### src/fxp_defs.svh
`ifndef FXP_DEFS_SVH
`define FXP_DEFS_SVH

// input sample, signed Q4.12
`define FXP_IN_WIDTH    16
`define FXP_IN_POINT    12

// programmable gain, signed Q2.14
`define FXP_GAIN_WIDTH  16
`define FXP_GAIN_POINT  14

// full product, Q6.26 (widths and points both add up)
`define FXP_PROD_WIDTH  32
`define FXP_PROD_POINT  26

// output format, signed Q4.8
`define FXP_OUT_WIDTH   12
`define FXP_OUT_POINT   8

// result queue entries
`define FXP_FIFO_DEPTH  8

// gain after reset, 1.0 in Q2.14
`define FXP_GAIN_RESET  16'h4000

`endif

### src/fxp_pkg.sv
`include "fxp_defs.svh"

package fxp_pkg;

    // input sample as it arrives on in_data
    typedef logic signed [`FXP_IN_WIDTH-1:0] sample_t;

    // gain as written through gain_data
    typedef logic signed [`FXP_GAIN_WIDTH-1:0] gain_t;

    // full precision product, nothing dropped
    typedef logic signed [`FXP_PROD_WIDTH-1:0] prod_t;

    // converted result as it leaves on out_data
    typedef logic signed [`FXP_OUT_WIDTH-1:0] out_t;

    // occupancy count, has to reach the depth itself
    // so one bit wider than a pointer
    typedef logic [$clog2(`FXP_FIFO_DEPTH+1)-1:0] fifo_count_t;

endpackage

### src/sample_admit.sv
`timescale 1ns/1ps
`include "fxp_defs.svh"

module sample_admit (
    input  logic                 clk,
    input  logic                 rst,
    input  fxp_pkg::sample_t     in_data,
    input  logic                 in_valid,
    output logic                 in_ready,
    input  fxp_pkg::gain_t       gain_data,
    input  logic                 gain_load,
    input  fxp_pkg::fifo_count_t fifo_count,
    input  logic                 cast_valid,
    output fxp_pkg::sample_t     adm_sample,
    output fxp_pkg::gain_t       adm_gain,
    output logic                 adm_valid
);

    // current gain, applies to samples accepted after the load edge
    fxp_pkg::gain_t gain_reg;

    // samples accepted but not yet written into the queue
    fxp_pkg::fifo_count_t in_flight;

    // queue entries plus pipeline items, one extra bit so the sum never wraps
    logic [$bits(fxp_pkg::fifo_count_t):0] committed;

    logic accept;

    assign committed = fifo_count + in_flight;

    // only take a sample when a queue slot is guaranteed for it
    assign in_ready = committed < `FXP_FIFO_DEPTH;
    assign accept   = in_valid & in_ready;

    always_ff @(posedge clk) begin
        if (rst) begin
            gain_reg <= `FXP_GAIN_RESET;
        end else if (gain_load) begin
            gain_reg <= gain_data;
        end
    end

    // credit taken on accept, given back when the result lands in the queue
    always_ff @(posedge clk) begin
        if (rst) begin
            in_flight <= '0;
        end else begin
            case ({accept, cast_valid})
                2'b10:   in_flight <= in_flight + 1'b1;
                2'b01:   in_flight <= in_flight - 1'b1;
                default: in_flight <= in_flight;
            endcase
        end
    end

    always_ff @(posedge clk) begin
        if (rst) begin
            adm_valid <= 1'b0;
        end else begin
            adm_valid <= accept;
        end
    end

    // sample and gain travel together, a later load cannot touch this item
    // gain_reg here is still the old value on a same-edge load
    always_ff @(posedge clk) begin
        if (accept) begin
            adm_sample <= in_data;
            adm_gain   <= gain_reg;
        end
    end

    // three register stages between accept and the queue write
    a_in_flight_max: assert property (@(posedge clk) disable iff (rst)
        in_flight <= 3)
        else $error("in_flight above pipeline depth: %0d", in_flight);

    // a result can only land for a sample that took a credit
    a_no_spurious_land: assert property (@(posedge clk) disable iff (rst)
        cast_valid |-> in_flight != 0)
        else $error("cast_valid with no sample in flight");

endmodule

### src/gain_mult.sv
`timescale 1ns/1ps

module gain_mult (
    input  logic             clk,
    input  logic             rst,
    input  fxp_pkg::sample_t adm_sample,
    input  fxp_pkg::gain_t   adm_gain,
    input  logic             adm_valid,
    output fxp_pkg::prod_t   mult_prod,
    output logic             mult_valid
);

    // full precision signed product
    // Q4.12 times Q2.14 gives Q6.26, both operands signed so
    // they sign extend to the 32 bit result width
    always_ff @(posedge clk) begin
        mult_prod <= adm_sample * adm_gain;
    end

    // valid follows the product by the same one stage
    always_ff @(posedge clk) begin
        if (rst) begin
            mult_valid <= 1'b0;
        end else begin
            mult_valid <= adm_valid;
        end
    end

endmodule

### src/signed_cast.sv
`timescale 1ns/1ps

module signed_cast #(
    parameter int din_width  = 32,
    parameter int din_point  = 26,
    parameter int dout_width = 12,
    parameter int dout_point = 8
) (
    input  logic                  clk,
    input  logic                  rst,
    input  logic [din_width-1:0]  din,
    input  logic                  din_valid,
    output logic [dout_width-1:0] dout,
    output logic                  dout_valid
);

    // integer field widths, sign included
    localparam int din_int  = din_width - din_point;
    localparam int dout_int = dout_width - dout_point;

    logic [dout_int-1:0]   dout_int_q;
    logic [dout_point-1:0] dout_frac_q;

    logic sign;

    assign sign = din[din_width-1];

    // integer part
    generate
        if (din_int == dout_int) begin : g_int_same
            // same width, copy straight across
            always_ff @(posedge clk) begin
                dout_int_q <= din[din_width-1 -: din_int];
            end
        end else if (din_int > dout_int) begin : g_int_narrow
            // bits above the kept field plus the sign, all must match the sign
            localparam int chk = din_int - dout_int + 1;
            always_ff @(posedge clk) begin
                if (!sign && (|din[din_width-1 -: chk])) begin
                    // positive overflow, largest positive integer
                    dout_int_q <= {1'b0, {(dout_int-1){1'b1}}};
                end else if (sign && !(&din[din_width-1 -: chk])) begin
                    // negative overflow, most negative integer
                    dout_int_q <= {1'b1, {(dout_int-1){1'b0}}};
                end else begin
                    // fits, keep sign and the low integer bits
                    if (dout_int == 1) begin
                        dout_int_q <= sign;
                    end else begin
                        dout_int_q <= {sign, din[din_point +: (dout_int > 1 ? dout_int-1 : 1)]};
                    end
                end
            end
        end else begin : g_int_wide
            // no overflow possible, just extend the sign
            always_ff @(posedge clk) begin
                dout_int_q <= {{(dout_int-din_int){sign}}, din[din_point +: din_int]};
            end
        end
    endgenerate

    // fractional part, untouched by saturation
    generate
        if (dout_point <= din_point) begin : g_frac_trunc
            // keep the top fraction bits, the rest is dropped
            always_ff @(posedge clk) begin
                dout_frac_q <= din[din_point-1 -: dout_point];
            end
        end else if (din_point == 0) begin : g_frac_zero
            // no input fraction at all
            always_ff @(posedge clk) begin
                dout_frac_q <= '0;
            end
        end else begin : g_frac_pad
            // zeros fill the low bits
            always_ff @(posedge clk) begin
                dout_frac_q <= {din[din_point-1:0], {(dout_point-din_point){1'b0}}};
            end
        end
    endgenerate

    assign dout = {dout_int_q, dout_frac_q};

    always_ff @(posedge clk) begin
        if (rst) begin
            dout_valid <= 1'b0;
        end else begin
            dout_valid <= din_valid;
        end
    end

    // a valid result comes from a fully known product upstream
    a_dout_known: assert property (@(posedge clk) disable iff (rst)
        dout_valid |-> !$isunknown(dout))
        else $error("unknown bits on a valid cast result");

endmodule

### src/result_fifo.sv
`timescale 1ns/1ps
`include "fxp_defs.svh"

module result_fifo (
    input  logic                 clk,
    input  logic                 rst,
    input  fxp_pkg::out_t        wr_data,
    input  logic                 wr_valid,
    output fxp_pkg::out_t        out_data,
    output logic                 out_valid,
    input  logic                 out_ready,
    output fxp_pkg::fifo_count_t fifo_count
);

    // pointer width for the entry index
    typedef logic [$clog2(`FXP_FIFO_DEPTH)-1:0] ptr_t;

    fxp_pkg::out_t mem [`FXP_FIFO_DEPTH];

    ptr_t wr_ptr;
    ptr_t rd_ptr;

    logic do_write;
    logic do_read;

    // no full check on write, the admit credits keep a slot free
    assign do_write = wr_valid;
    assign do_read  = out_valid & out_ready;

    assign out_valid = fifo_count != 0;
    assign out_data  = mem[rd_ptr];

    // storage, no reset needed
    always_ff @(posedge clk) begin
        if (do_write) begin
            mem[wr_ptr] <= wr_data;
        end
    end

    // pointers wrap at the last entry
    always_ff @(posedge clk) begin
        if (rst) begin
            wr_ptr <= '0;
            rd_ptr <= '0;
        end else begin
            if (do_write) begin
                wr_ptr <= (wr_ptr == ptr_t'(`FXP_FIFO_DEPTH-1)) ? '0 : wr_ptr + 1'b1;
            end
            if (do_read) begin
                rd_ptr <= (rd_ptr == ptr_t'(`FXP_FIFO_DEPTH-1)) ? '0 : rd_ptr + 1'b1;
            end
        end
    end

    // read and write together leave the count as it is
    always_ff @(posedge clk) begin
        if (rst) begin
            fifo_count <= '0;
        end else begin
            case ({do_write, do_read})
                2'b10:   fifo_count <= fifo_count + 1'b1;
                2'b01:   fifo_count <= fifo_count - 1'b1;
                default: fifo_count <= fifo_count;
            endcase
        end
    end

    // credit scheme upstream must never let a write hit a full queue
    a_no_overflow: assert property (@(posedge clk) disable iff (rst)
        wr_valid |-> fifo_count != `FXP_FIFO_DEPTH)
        else $error("write into a full result queue");

    a_count_max: assert property (@(posedge clk) disable iff (rst)
        fifo_count <= `FXP_FIFO_DEPTH)
        else $error("queue count above depth: %0d", fifo_count);

endmodule

### src/gain_cast_top.sv
`timescale 1ns/1ps
`include "fxp_defs.svh"

module gain_cast_top (
    input  logic             clk,
    input  logic             rst,
    input  fxp_pkg::sample_t in_data,
    input  logic             in_valid,
    output logic             in_ready,
    input  fxp_pkg::gain_t   gain_data,
    input  logic             gain_load,
    output fxp_pkg::out_t    out_data,
    output logic             out_valid,
    input  logic             out_ready
);

    // admit to multiplier
    fxp_pkg::sample_t adm_sample;
    fxp_pkg::gain_t   adm_gain;
    logic             adm_valid;

    // multiplier to cast
    fxp_pkg::prod_t mult_prod;
    logic           mult_valid;

    // cast to queue, cast_valid also returns the credit
    fxp_pkg::out_t cast_data;
    logic          cast_valid;

    fxp_pkg::fifo_count_t fifo_count;

    sample_admit u_admit (
        .clk        (clk),
        .rst        (rst),
        .in_data    (in_data),
        .in_valid   (in_valid),
        .in_ready   (in_ready),
        .gain_data  (gain_data),
        .gain_load  (gain_load),
        .fifo_count (fifo_count),
        .cast_valid (cast_valid),
        .adm_sample (adm_sample),
        .adm_gain   (adm_gain),
        .adm_valid  (adm_valid)
    );

    gain_mult u_mult (
        .clk        (clk),
        .rst        (rst),
        .adm_sample (adm_sample),
        .adm_gain   (adm_gain),
        .adm_valid  (adm_valid),
        .mult_prod  (mult_prod),
        .mult_valid (mult_valid)
    );

    // Q6.26 down to Q4.8
    signed_cast #(
        .din_width  (`FXP_PROD_WIDTH),
        .din_point  (`FXP_PROD_POINT),
        .dout_width (`FXP_OUT_WIDTH),
        .dout_point (`FXP_OUT_POINT)
    ) u_cast (
        .clk        (clk),
        .rst        (rst),
        .din        (mult_prod),
        .din_valid  (mult_valid),
        .dout       (cast_data),
        .dout_valid (cast_valid)
    );

    result_fifo u_fifo (
        .clk        (clk),
        .rst        (rst),
        .wr_data    (cast_data),
        .wr_valid   (cast_valid),
        .out_data   (out_data),
        .out_valid  (out_valid),
        .out_ready  (out_ready),
        .fifo_count (fifo_count)
    );

endmodule

### config.mk
export PLATFORM = sky130hd
export DESIGN_NAME = gain_cast_top
export DESIGN_NICKNAME = d
export VERILOG_FILES = /design/src/fxp_pkg.sv /design/src/sample_admit.sv /design/src/gain_mult.sv /design/src/signed_cast.sv /design/src/result_fifo.sv /design/src/gain_cast_top.sv
export VERILOG_INCLUDE_DIRS = /design/src
export SDC_FILE = /design/constraint.sdc
export NUM_CORES = 1
export LEC_CHECK = 0
export BUFFER_PORTS_ARGS = -buffer_cell sky130_fd_sc_hd__buf_2
export CORE_UTILIZATION = 50
export CTS_BUF_LIST = sky130_fd_sc_hd__clkbuf_8
export CTS_CLUSTER_DIAMETER = 100
export DETAILED_ROUTE_END_ITERATION = 8
export PLACE_DENSITY = 0.68
export SKIP_CTS_REPAIR_TIMING = 1
export SYNTH_ARGS = -nofsm -noshare
export SYNTH_HDL_FRONTEND = slang
export SYNTH_SLANG_ARGS = --single-unit
### constraint.sdc
create_clock -name clk -period 8.33 [get_ports clk]
set_input_delay 0.4165 -clock clk [delete_from_list [all_inputs] [get_ports clk]]
set_output_delay 0.4165 -clock clk [all_outputs]
set_load 0.02 [all_outputs]
==> results.md, run 1 <==
* Final Skew at 0.0108 ns
* Mean routed wirelength per cell at 17.1 um
* Avg Inst Size Synth at approximately 12 sq um
* Initial core utilization at 50.9%
* Fmax at 154 MHz
* RSZ-0062 raised after global routing: false
* Rows at 65
* Tot GR Track Use at 21.2%
* Multiplexer area fraction after synthesis at between 5 and 6%
* I/O Buffers at 50
* Synth Warn # at 0
* CP most frequent cell: fa_1
* Worst setup path start: u_admit.adm_gain[8]
* Hold path start: in_data[6]
* Slowest-stage cell, CP: edfxtp_1
* Non-Filler Instances at 1832
* Post-synthesis compound-gate area fraction at 2.77%
* Most common cell after layout, fill and taps aside: inv_1
* Number of diodes at 0
* EDFF count, synth at between 100 and 150
* Via count at 9536
* Worst R2R Start: u_admit.adm_gain[8]
* Crit path cell chain: nand2_1 -> fa_1 -> inv_1 -> fa_1 -> inv_1 -> fa_1 -> inv_1 -> fa_1 -> fa_1 -> inv_1 -> fa_1 -> inv_1 -> ha_1 -> o21ai_0 -> o21bai_1 -> a31oi_1 -> o21ai_1 -> nor3_4 -> nor3_1 -> or3b_1
* H-tree depth at 4
* CP bufs+invs at 5
* First-pass GRT wire length at 53700 um
* Die Area at around 33000 sq um
* Area Overhead vs Synth at 6.92%
* Reg2Reg Setup Slack at 1.85 ns
* Root Driver: clkbuf_8
* Die Ht at between 150 and 200 um
* Nets at 1809
* Synth Register Bits at 190
* CTS Buf Count at 17
* Slew Limit Fails at 0
* Main combinational cell family by area after synthesis: adder cells
* Crit path kind: flip-flop to flip-flop
* Hold path endpoint: u_admit.adm_sample[6]
* Largest area contributor in the netlist: fa_1
* Max FFs per register at 96
* Slew @ Worst Pin at 0.799 ns
* CP arrival at 6.84 ns
* Simple-Gate Fraction of Synth Area at between 10 and 15%
* Share of cells above drive strength 1 at 9.86%
* Critical Path Sink Type: flip-flop
* Post-route setup TNS at 0 ns
* CTS max path bufs at 2
* Depth of the worst hold-timing path at 1
* Final HPWL DP at between 20000 and 25000 um
* GPL Wtd Cong at between 0.8 and 0.9
* DRC errors left at 0
* CP Max Fanout at 16
* Worst Setup Start Kind: flip-flop
* Placeable Area at between 30000 and 40000 sq um
* Largest net degree at the start of global routing at 34
* Cells after synthesis at 1382
* Clock-pin slew on the worst setup and hold paths at approximately 0.11 ns
* Reg2Reg Depth at 20
* DRT Pass-1 Iters at 7
* CTS tree: built
* Vias/cell at 5.21
* Commonest non-fill, non-tap cells in the layout: inv_1 (288), fa_1 (263), nand2_1 (131)
* GR Overflow Total at 0
* Net Count, Synth at 1774
* Post-Route WL at 31400 um
* Tmin final at 6.48 ns
* Synthesized area at 16100 sq um
* Status: complete, no violations
* Seq/Total Area, Yosys at a little under a third
* Reg with most FFs: u_fifo.mem
* Post-synthesis xor/xnor area fraction at 1.47%
* Final worst-path cycle share at 77.8%
* CTS Sinks at 190
* Ys flop type: edfxtp_1
* Max Cap Violations at 0
* Count of different cell masters after synthesis at 54
* Vias in the first global route at 10696
* Critical Path Max Stage Delay at 0.85 ns
* Die Width at roughly 180 um
* Worst min path class: input port to flip-flop
* Required time of the critical path at 8.69 ns
* Post-synth top area share at 32.8%
* Final Hold Vio Count at 0
* CP top delay family: adder cells
* Initial antenna violation count at 0
* DR iter-0 viols at roughly 550
* Synth top area cells: fa_1 (33%), edfxtp_1 (24%), dfxtp_1 (7.7%), ha_1 (7.2%), inv_1 (6.7%)
* Final setup vio count at 0
* Adder-Cell Fraction of Synth Area at 40.0%
* Placed insts at between 1500 and 2000
* Clock Latency Late Sink at 0.48 ns
* Reg2reg end: u_mult.mult_prod[31]
* Worst slew margin at 45.3%
* Ports at between 50 and 60
* Post-DRT Antenna Nets at 0
* Async SR Flop Fraction at 0%
## synth_stat cells (3+ instances only)
master / n
dfxtp_1: 62
ha_1: 92
a21o_1: 7
nand2_1: 131
mux2_2: 12
a21oi_1: 19
clkbuf_1: 40
edfxtp_1: 128
nand3_1: 6
fa_1: 263
nor3_1: 7
and2_1: 120
nor2b_1: 4
inv_1: 288
o21ai_0: 10
mux2i_1: 17
a31oi_1: 3
mux4_2: 24
and2_2: 4
xnor2_1: 16
nor2_1: 69
xor2_1: 11
a211oi_1: 3
nand2b_1: 6
buf_2: 3
## routing by layer
| layer | vias to the layer above | wire length (um) | track usage (%) |
|---|---|---|---|
| li1 | 4359 | - | - |
| met1 | 4936 | 13600 | 27.4 |
| met2 | 192 | 16000 | 37.1 |
| met3 | 49 | 1160 | 2.94 |
| met4 | 0 | 652 | 6.44 |
| met5 | - | 0 | 0 |
## cell type report
class,count,area [sq um]
clock buffer,17,234
clock inverter,15,204
fill,2688,14400
inverter,289,1080
multi-input combinational,858,9720
sequential,190,5080
tap,402,503
timing repair buffer,61,333
## cell families after synthesis
| group | after synthesis |
|---|---|
| AND/OR/NAND/NOR | 361 |
| adder cells (fa/ha/maj) | 355 |
| buffers and inverters | 334 |
| flip-flops | 190 |
| AO/OA/AOI/OAI | 62 |
| multiplexers | 53 |
| XOR/XNOR | 27 |
## worst reg2reg max path, stage by stage (launching register included)
cell and delay (ns):
edfxtp_1 0.85, nand2_1 0.18, fa_1 0.54, inv_1 0.05
fa_1 0.49, inv_1 0.05, fa_1 0.53, inv_1 0.05
fa_1 0.45, fa_1 0.49, inv_1 0.05, fa_1 0.47
inv_1 0.04, ha_1 0.27, o21ai_0 0.26, o21bai_1 0.21
a31oi_1 0.44, o21ai_1 0.23, nor3_4 0.27, nor3_1 0.08
or3b_1 0.37
## through the flow
step	utilization, %	hold slack (ns)	area (sq um)	worst slack, ns
global placement	53.0	0.312	16700	1.96
finish	54.4	0.106	17200	1.85
global route	54.4	0.0648	17200	1.43
detailed placement	53.0	0.312	16700	1.82
CTS	54.4	0.0710	17200	1.79
floorplan	-	0.310	16100	2.47
## how the worst max path moves through the flow
stage / depth (start not counted) / end
2_1_floorplan: 19 / u_mult.mult_prod[31]
3_3_place_gp: 20 / u_mult.mult_prod[31]
3_5_place_dp: 20 / u_mult.mult_prod[31]
4_1_cts: 20 / u_mult.mult_prod[31]
5_1_grt: 20 / u_mult.mult_prod[31]
6_report: 20 / u_mult.mult_prod[31]
Power of run 1 is left out: the tool's default activity adds up to more than one toggle a clock period on the data nets, which glitch-free logic cannot reach.
==> run 2, diff against run 1 <==
Clock period 8.33 ns to 6.4 ns, I/O delays scaled along.
==> results.md, run 2 (same netlist as run 1, synthesis figures left out) <==
* Worst Setup Start Kind: flip-flop
* Die Ht at 181 um
* Rows at between 60 and 70
* GR Overflow Total at 0
* GPL Wtd Cong at 0.857
* DRC errors left at 0
* CP most frequent cell: fa_1
* DP Worst Slack at 0.0158 ns
* Initial core utilization at 50.9%
* Crit path kind: flip-flop to flip-flop
* Vias/cell at 5.18
* Max Cap Violations at 0
* CP bufs+invs at 4
* Number of diodes at 0
* Placed insts at 1832
* Hold slack final at roughly 0.045 ns
* CTS Buf Count at 17
* Via count at 9871
* First-pass GRT wire length at 55300 um
* Area Overhead vs Synth at 11.0%
* DR iter-0 viols at ~540
* Vias in the first global route at 10796
* Post-DRT Antenna Nets at 0
* Worst slew margin at 49.2%
* Clock Latency Late Sink at 0.48 ns
* Mean routed wirelength per cell at 17.2 um
* Die Area at 32800 sq um
* Core Util, Final at a little under three fifths
* Fin worst setup slack at 0.261 ns
* Final worst-path cycle share at 95.9%
* Root Driver: clkbuf_8
* H-tree depth at 4
* Placeable Area at 31600 sq um
* Initial antenna violation count at 0
* CTS max path bufs at 2
* Slew Limit Fails at 0
* DRT Pass-1 Iters at 5
* Slew @ Worst Pin at 0.742 ns
* Slowest-stage cell, CP: fa_1
* Final Skew at 0.0217 ns
* Max FFs per register at 96
* Final Hold Vio Count at 0
* Final setup vio count at 0
* CP Max Fanout at 15
* Post-Route WL at 32700 um
* Critical Path Sink Type: flip-flop
* Tmin final at 6.14 ns
* Most common cell after layout, fill and taps aside: inv_1
* Worst min path class: input port to flip-flop
* Nets at 1883
* Clock-pin slew on the worst setup and hold paths at 0.11 ns
* Die Width at ~180 um
* Largest net degree at the start of global routing at 34
* I/O Buffers at 50
* RSZ-0062 raised after global routing: false
* CTS tree: built
* CTS Sinks at 190
* CP top delay family: adder cells
* Share of cells above drive strength 1 at 13.4%
* CP arrival at around 6.5 ns
* Fmax at about 160 MHz
* Non-Filler Instances at 1906
* Required time of the critical path at slightly below 7 ns
* Tot GR Track Use at 21.9%
* Ports at 51
* Final HPWL DP at about 25000 um
* Commonest non-fill, non-tap cells in the layout: inv_1 (289), fa_1 (262), nand2_1 (131)
* Status: complete, no violations
* Crit path cell chain: buf_12 -> nand2_1 -> inv_1 -> fa_2 -> fa_1 -> fa_1 -> fa_1 -> fa_1 -> inv_1 -> fa_1 -> inv_1 -> ha_1 -> nand3_1 -> a2111oi_4 -> nor3_4 -> o21ai_0 -> or3b_1
* Reg with most FFs: u_fifo.mem
* Critical Path Max Stage Delay at 0.83 ns
-- run 2: worst register-to-register path: cells and delay by family (launching register included) --
| kind | cells | cell delay (ns) |
|---|---|---|
| compound gates | 2 | 0.59 |
| fa+ha+maj | 7 | 3.80 |
| buf+inv | 4 | 0.36 |
| flops | 1 | 0.43 |
| simple gates | 4 | 0.84 |
-- run 2: area by class of cell --
type / instances / area, sq um
tap: 402 / 503
inverter: 289 / 1080
clock buffer: 17 / 234
timing repair buffer: 135 / 978
fill: 2626 / 13700
clock inverter: 15 / 201
sequential: 190 / 5080
multi-input combinational: 858 / 9740
-- run 2: metal layers --
metal  GRT usage [%]  share of wire (%)  vias to the layer above
met2            37.9                 50                      199
li1                -                  -                     4510
met5               0                  0                        -
met1            29.0                 44                     5107
met3            2.68                3.0                       55
met4            6.71                2.3                        0
-- run 2: worst paths after layout --
check,start,endpoint,slack [ns],depth (start not counted)
setup / recovery,u_admit.adm_gain[1],u_mult.mult_prod[31],0.26,17
hold reg to reg,u_mult.mult_prod[25],u_cast.dout_frac_q[7],0.32,0
setup reg to reg,u_admit.adm_gain[1],u_mult.mult_prod[31],0.26,17
hold / removal,gain_data[14],u_admit.gain_reg[14],0.05,2
-- run 2: through the flow --
step           TNS (ns)  area [sq um]
3_3_place_gp          0         17000
6_report              0         17800
5_1_grt               0         17800
4_1_cts         -0.0582         17400
3_5_place_dp          0         17000
2_1_floorplan         0         16100
Power of run 2 is left out for the same reason.
==> run 3, diff against run 2 <==
Settings changed: PLACE_DENSITY 0.68 to 0.66.
==> results.md, run 3 (same netlist as run 1, synthesis figures left out) <==
* Slew Limit Fails at 0
* RSZ-0062 raised after global routing: false
* Nets at 1876
* Worst min path class: input port to flip-flop
* DRC errors left at 0
* CTS Buf Count at 17
* Post-route setup TNS at 0 ns
* DR WL met3 at between 1000 and 1500 um
* Root Driver: clkbuf_8
* GPL Wtd Cong at between 0.8 and 0.9
* CP top delay family: adder cells
* Max FFs per register at 96
* Status: complete, no violations
* Ports at 51
* WL met1 at 14500 um
* Final setup vio count at 0
* H-tree depth at 4
* Die Ht at 181 um
* Met2 wire length at 16600 um
* GR Overflow Total at 0
* Hold slack final at 0.0451 ns
* DR iter-0 viols at 479
* CTS max path bufs at 2
* CP arrival at 6.55 ns
* Critical Path Sink Type: flip-flop
* Via count at 9848
* Clock-pin slew on the worst setup and hold paths at 0.12 ns
* Worst Setup Start Kind: flip-flop
* Vias/cell at 5.18
* I/O Buffers at 50
* Share of cells above drive strength 1 at 13.1%
* Die Area at between 30000 and 40000 sq um
* Die Width at 181 um
* Slew @ Worst Pin at 1.23 ns
* Filler cells at 2635
* CTS tree: built
* Crit path cell chain: buf_4 -> nand2_1 -> fa_1 -> inv_1 -> fa_1 -> fa_1 -> fa_1 -> fa_1 -> fa_1 -> ha_1 -> a222oi_1 -> nand2_1 -> a211oi_4 -> a2111oi_4 -> buf_4 -> nor3_4 -> nor3_1 -> or3b_1
* Largest net degree at the start of global routing at 34
* Vias in the first global route at 11208
* Initial antenna violation count at 0
* CTS Sinks at 190
* Final Skew at 0.0217 ns
* Commonest non-fill, non-tap cells in the layout: inv_1 (288), fa_1 (263), nand2_1 (131)
* Final worst-path cycle share at 96.3%
* CP Max Fanout at 9
* Rows at 65
* Core Util, Final at a little under three fifths
* CP most frequent cell: fa_1
* DRT Pass-1 Iters at 5
* Initial core utilization at between 50% and 60%
* Crit path kind: flip-flop to flip-flop
* Post-DRT Antenna Nets at 0
* Mean routed wirelength per cell at 17.4 um
* Slowest-stage cell, CP: edfxtp_1
* Final HPWL DP at 25800 um
* Post-Route WL at approximately 33000 um
* CP bufs+invs at 3
* Max Cap Violations at 0
* Tot GR Track Use at 22.2%
* Placeable Area at 31600 sq um
* Top Layer Used: met4
* Clock Latency Late Sink at roughly 0.50 ns
* Most common cell after layout, fill and taps aside: inv_1
* Worst slew margin at around 18%
* Critical Path Max Stage Delay at 0.61 ns
* First-pass GRT wire length at approximately 56000 um
* Tmin final at 6.16 ns
* Fmax at 162 MHz
* Area Overhead vs Synth at 10.5%
* Final Hold Vio Count at 0
* Reg with most FFs: u_fifo.mem
* Required time of the critical path at just under 7 ns
==> run 3: through the flow <==
stage | cell area [sq um] | setup slack [ns] | std cells
finish | 17700 | 0.235 | 1900
global route | 17700 | 0.0161 | 1899
CTS | 17500 | 0.0716 | 1870
detailed placement | 17000 | 0.0825 | 1838
global placement | 17000 | 0.104 | 1838
floorplan | 16100 | 0.535 | 1382
==> run 3: worst register-to-register path, cell delays in order (launching register included) <==
cell and delay [ns]:
edfxtp_1 0.61, buf_4 0.25, nand2_1 0.09, fa_1 0.55
inv_1 0.06, fa_1 0.56, fa_1 0.45, fa_1 0.46
fa_1 0.51, fa_1 0.42, ha_1 0.34, a222oi_1 0.32
nand2_1 0.15, a211oi_4 0.33, a2111oi_4 0.12, buf_4 0.18
nor3_4 0.21, nor3_1 0.08, or3b_1 0.37
==> run 3: worst paths after layout <==
path                                             from               endpoint  slack (ns)  cells after the start
worst max-delay path            u_admit.adm_sample[7]   u_mult.mult_prod[31]        0.24                     18
worst min-delay path                       in_data[0]  u_admit.adm_sample[0]        0.05                      1
worst max register to register  u_admit.adm_sample[7]   u_mult.mult_prod[31]        0.24                     18
worst min register to register   u_mult.mult_prod[18]  u_cast.dout_frac_q[0]        0.34                      0
==> run 3: cell type report <==
cell class              instances  area (sq um)  share of cell area [%]
diodes                          1          2.50                  0.0141
clock buffers                  17           234                    1.32
clock inverters                15           206                    1.16
inverters                     289          1080                    6.11
multi-input cells             858          9730                    54.8
flip-flops and latches        190          5080                    28.7
well taps                     402           503                    2.83
repair buffers                128           896                    5.05
==> run 3: layer usage <==
layer / global-route usage [%] / vias up
met5: 0 / -
met4: 7.76 / 0
met3: 3.18 / 62
met1: 28.9 / 5088
met2: 38.0 / 199
li1: - / 4499
Power of run 3 is left out for the same reason.
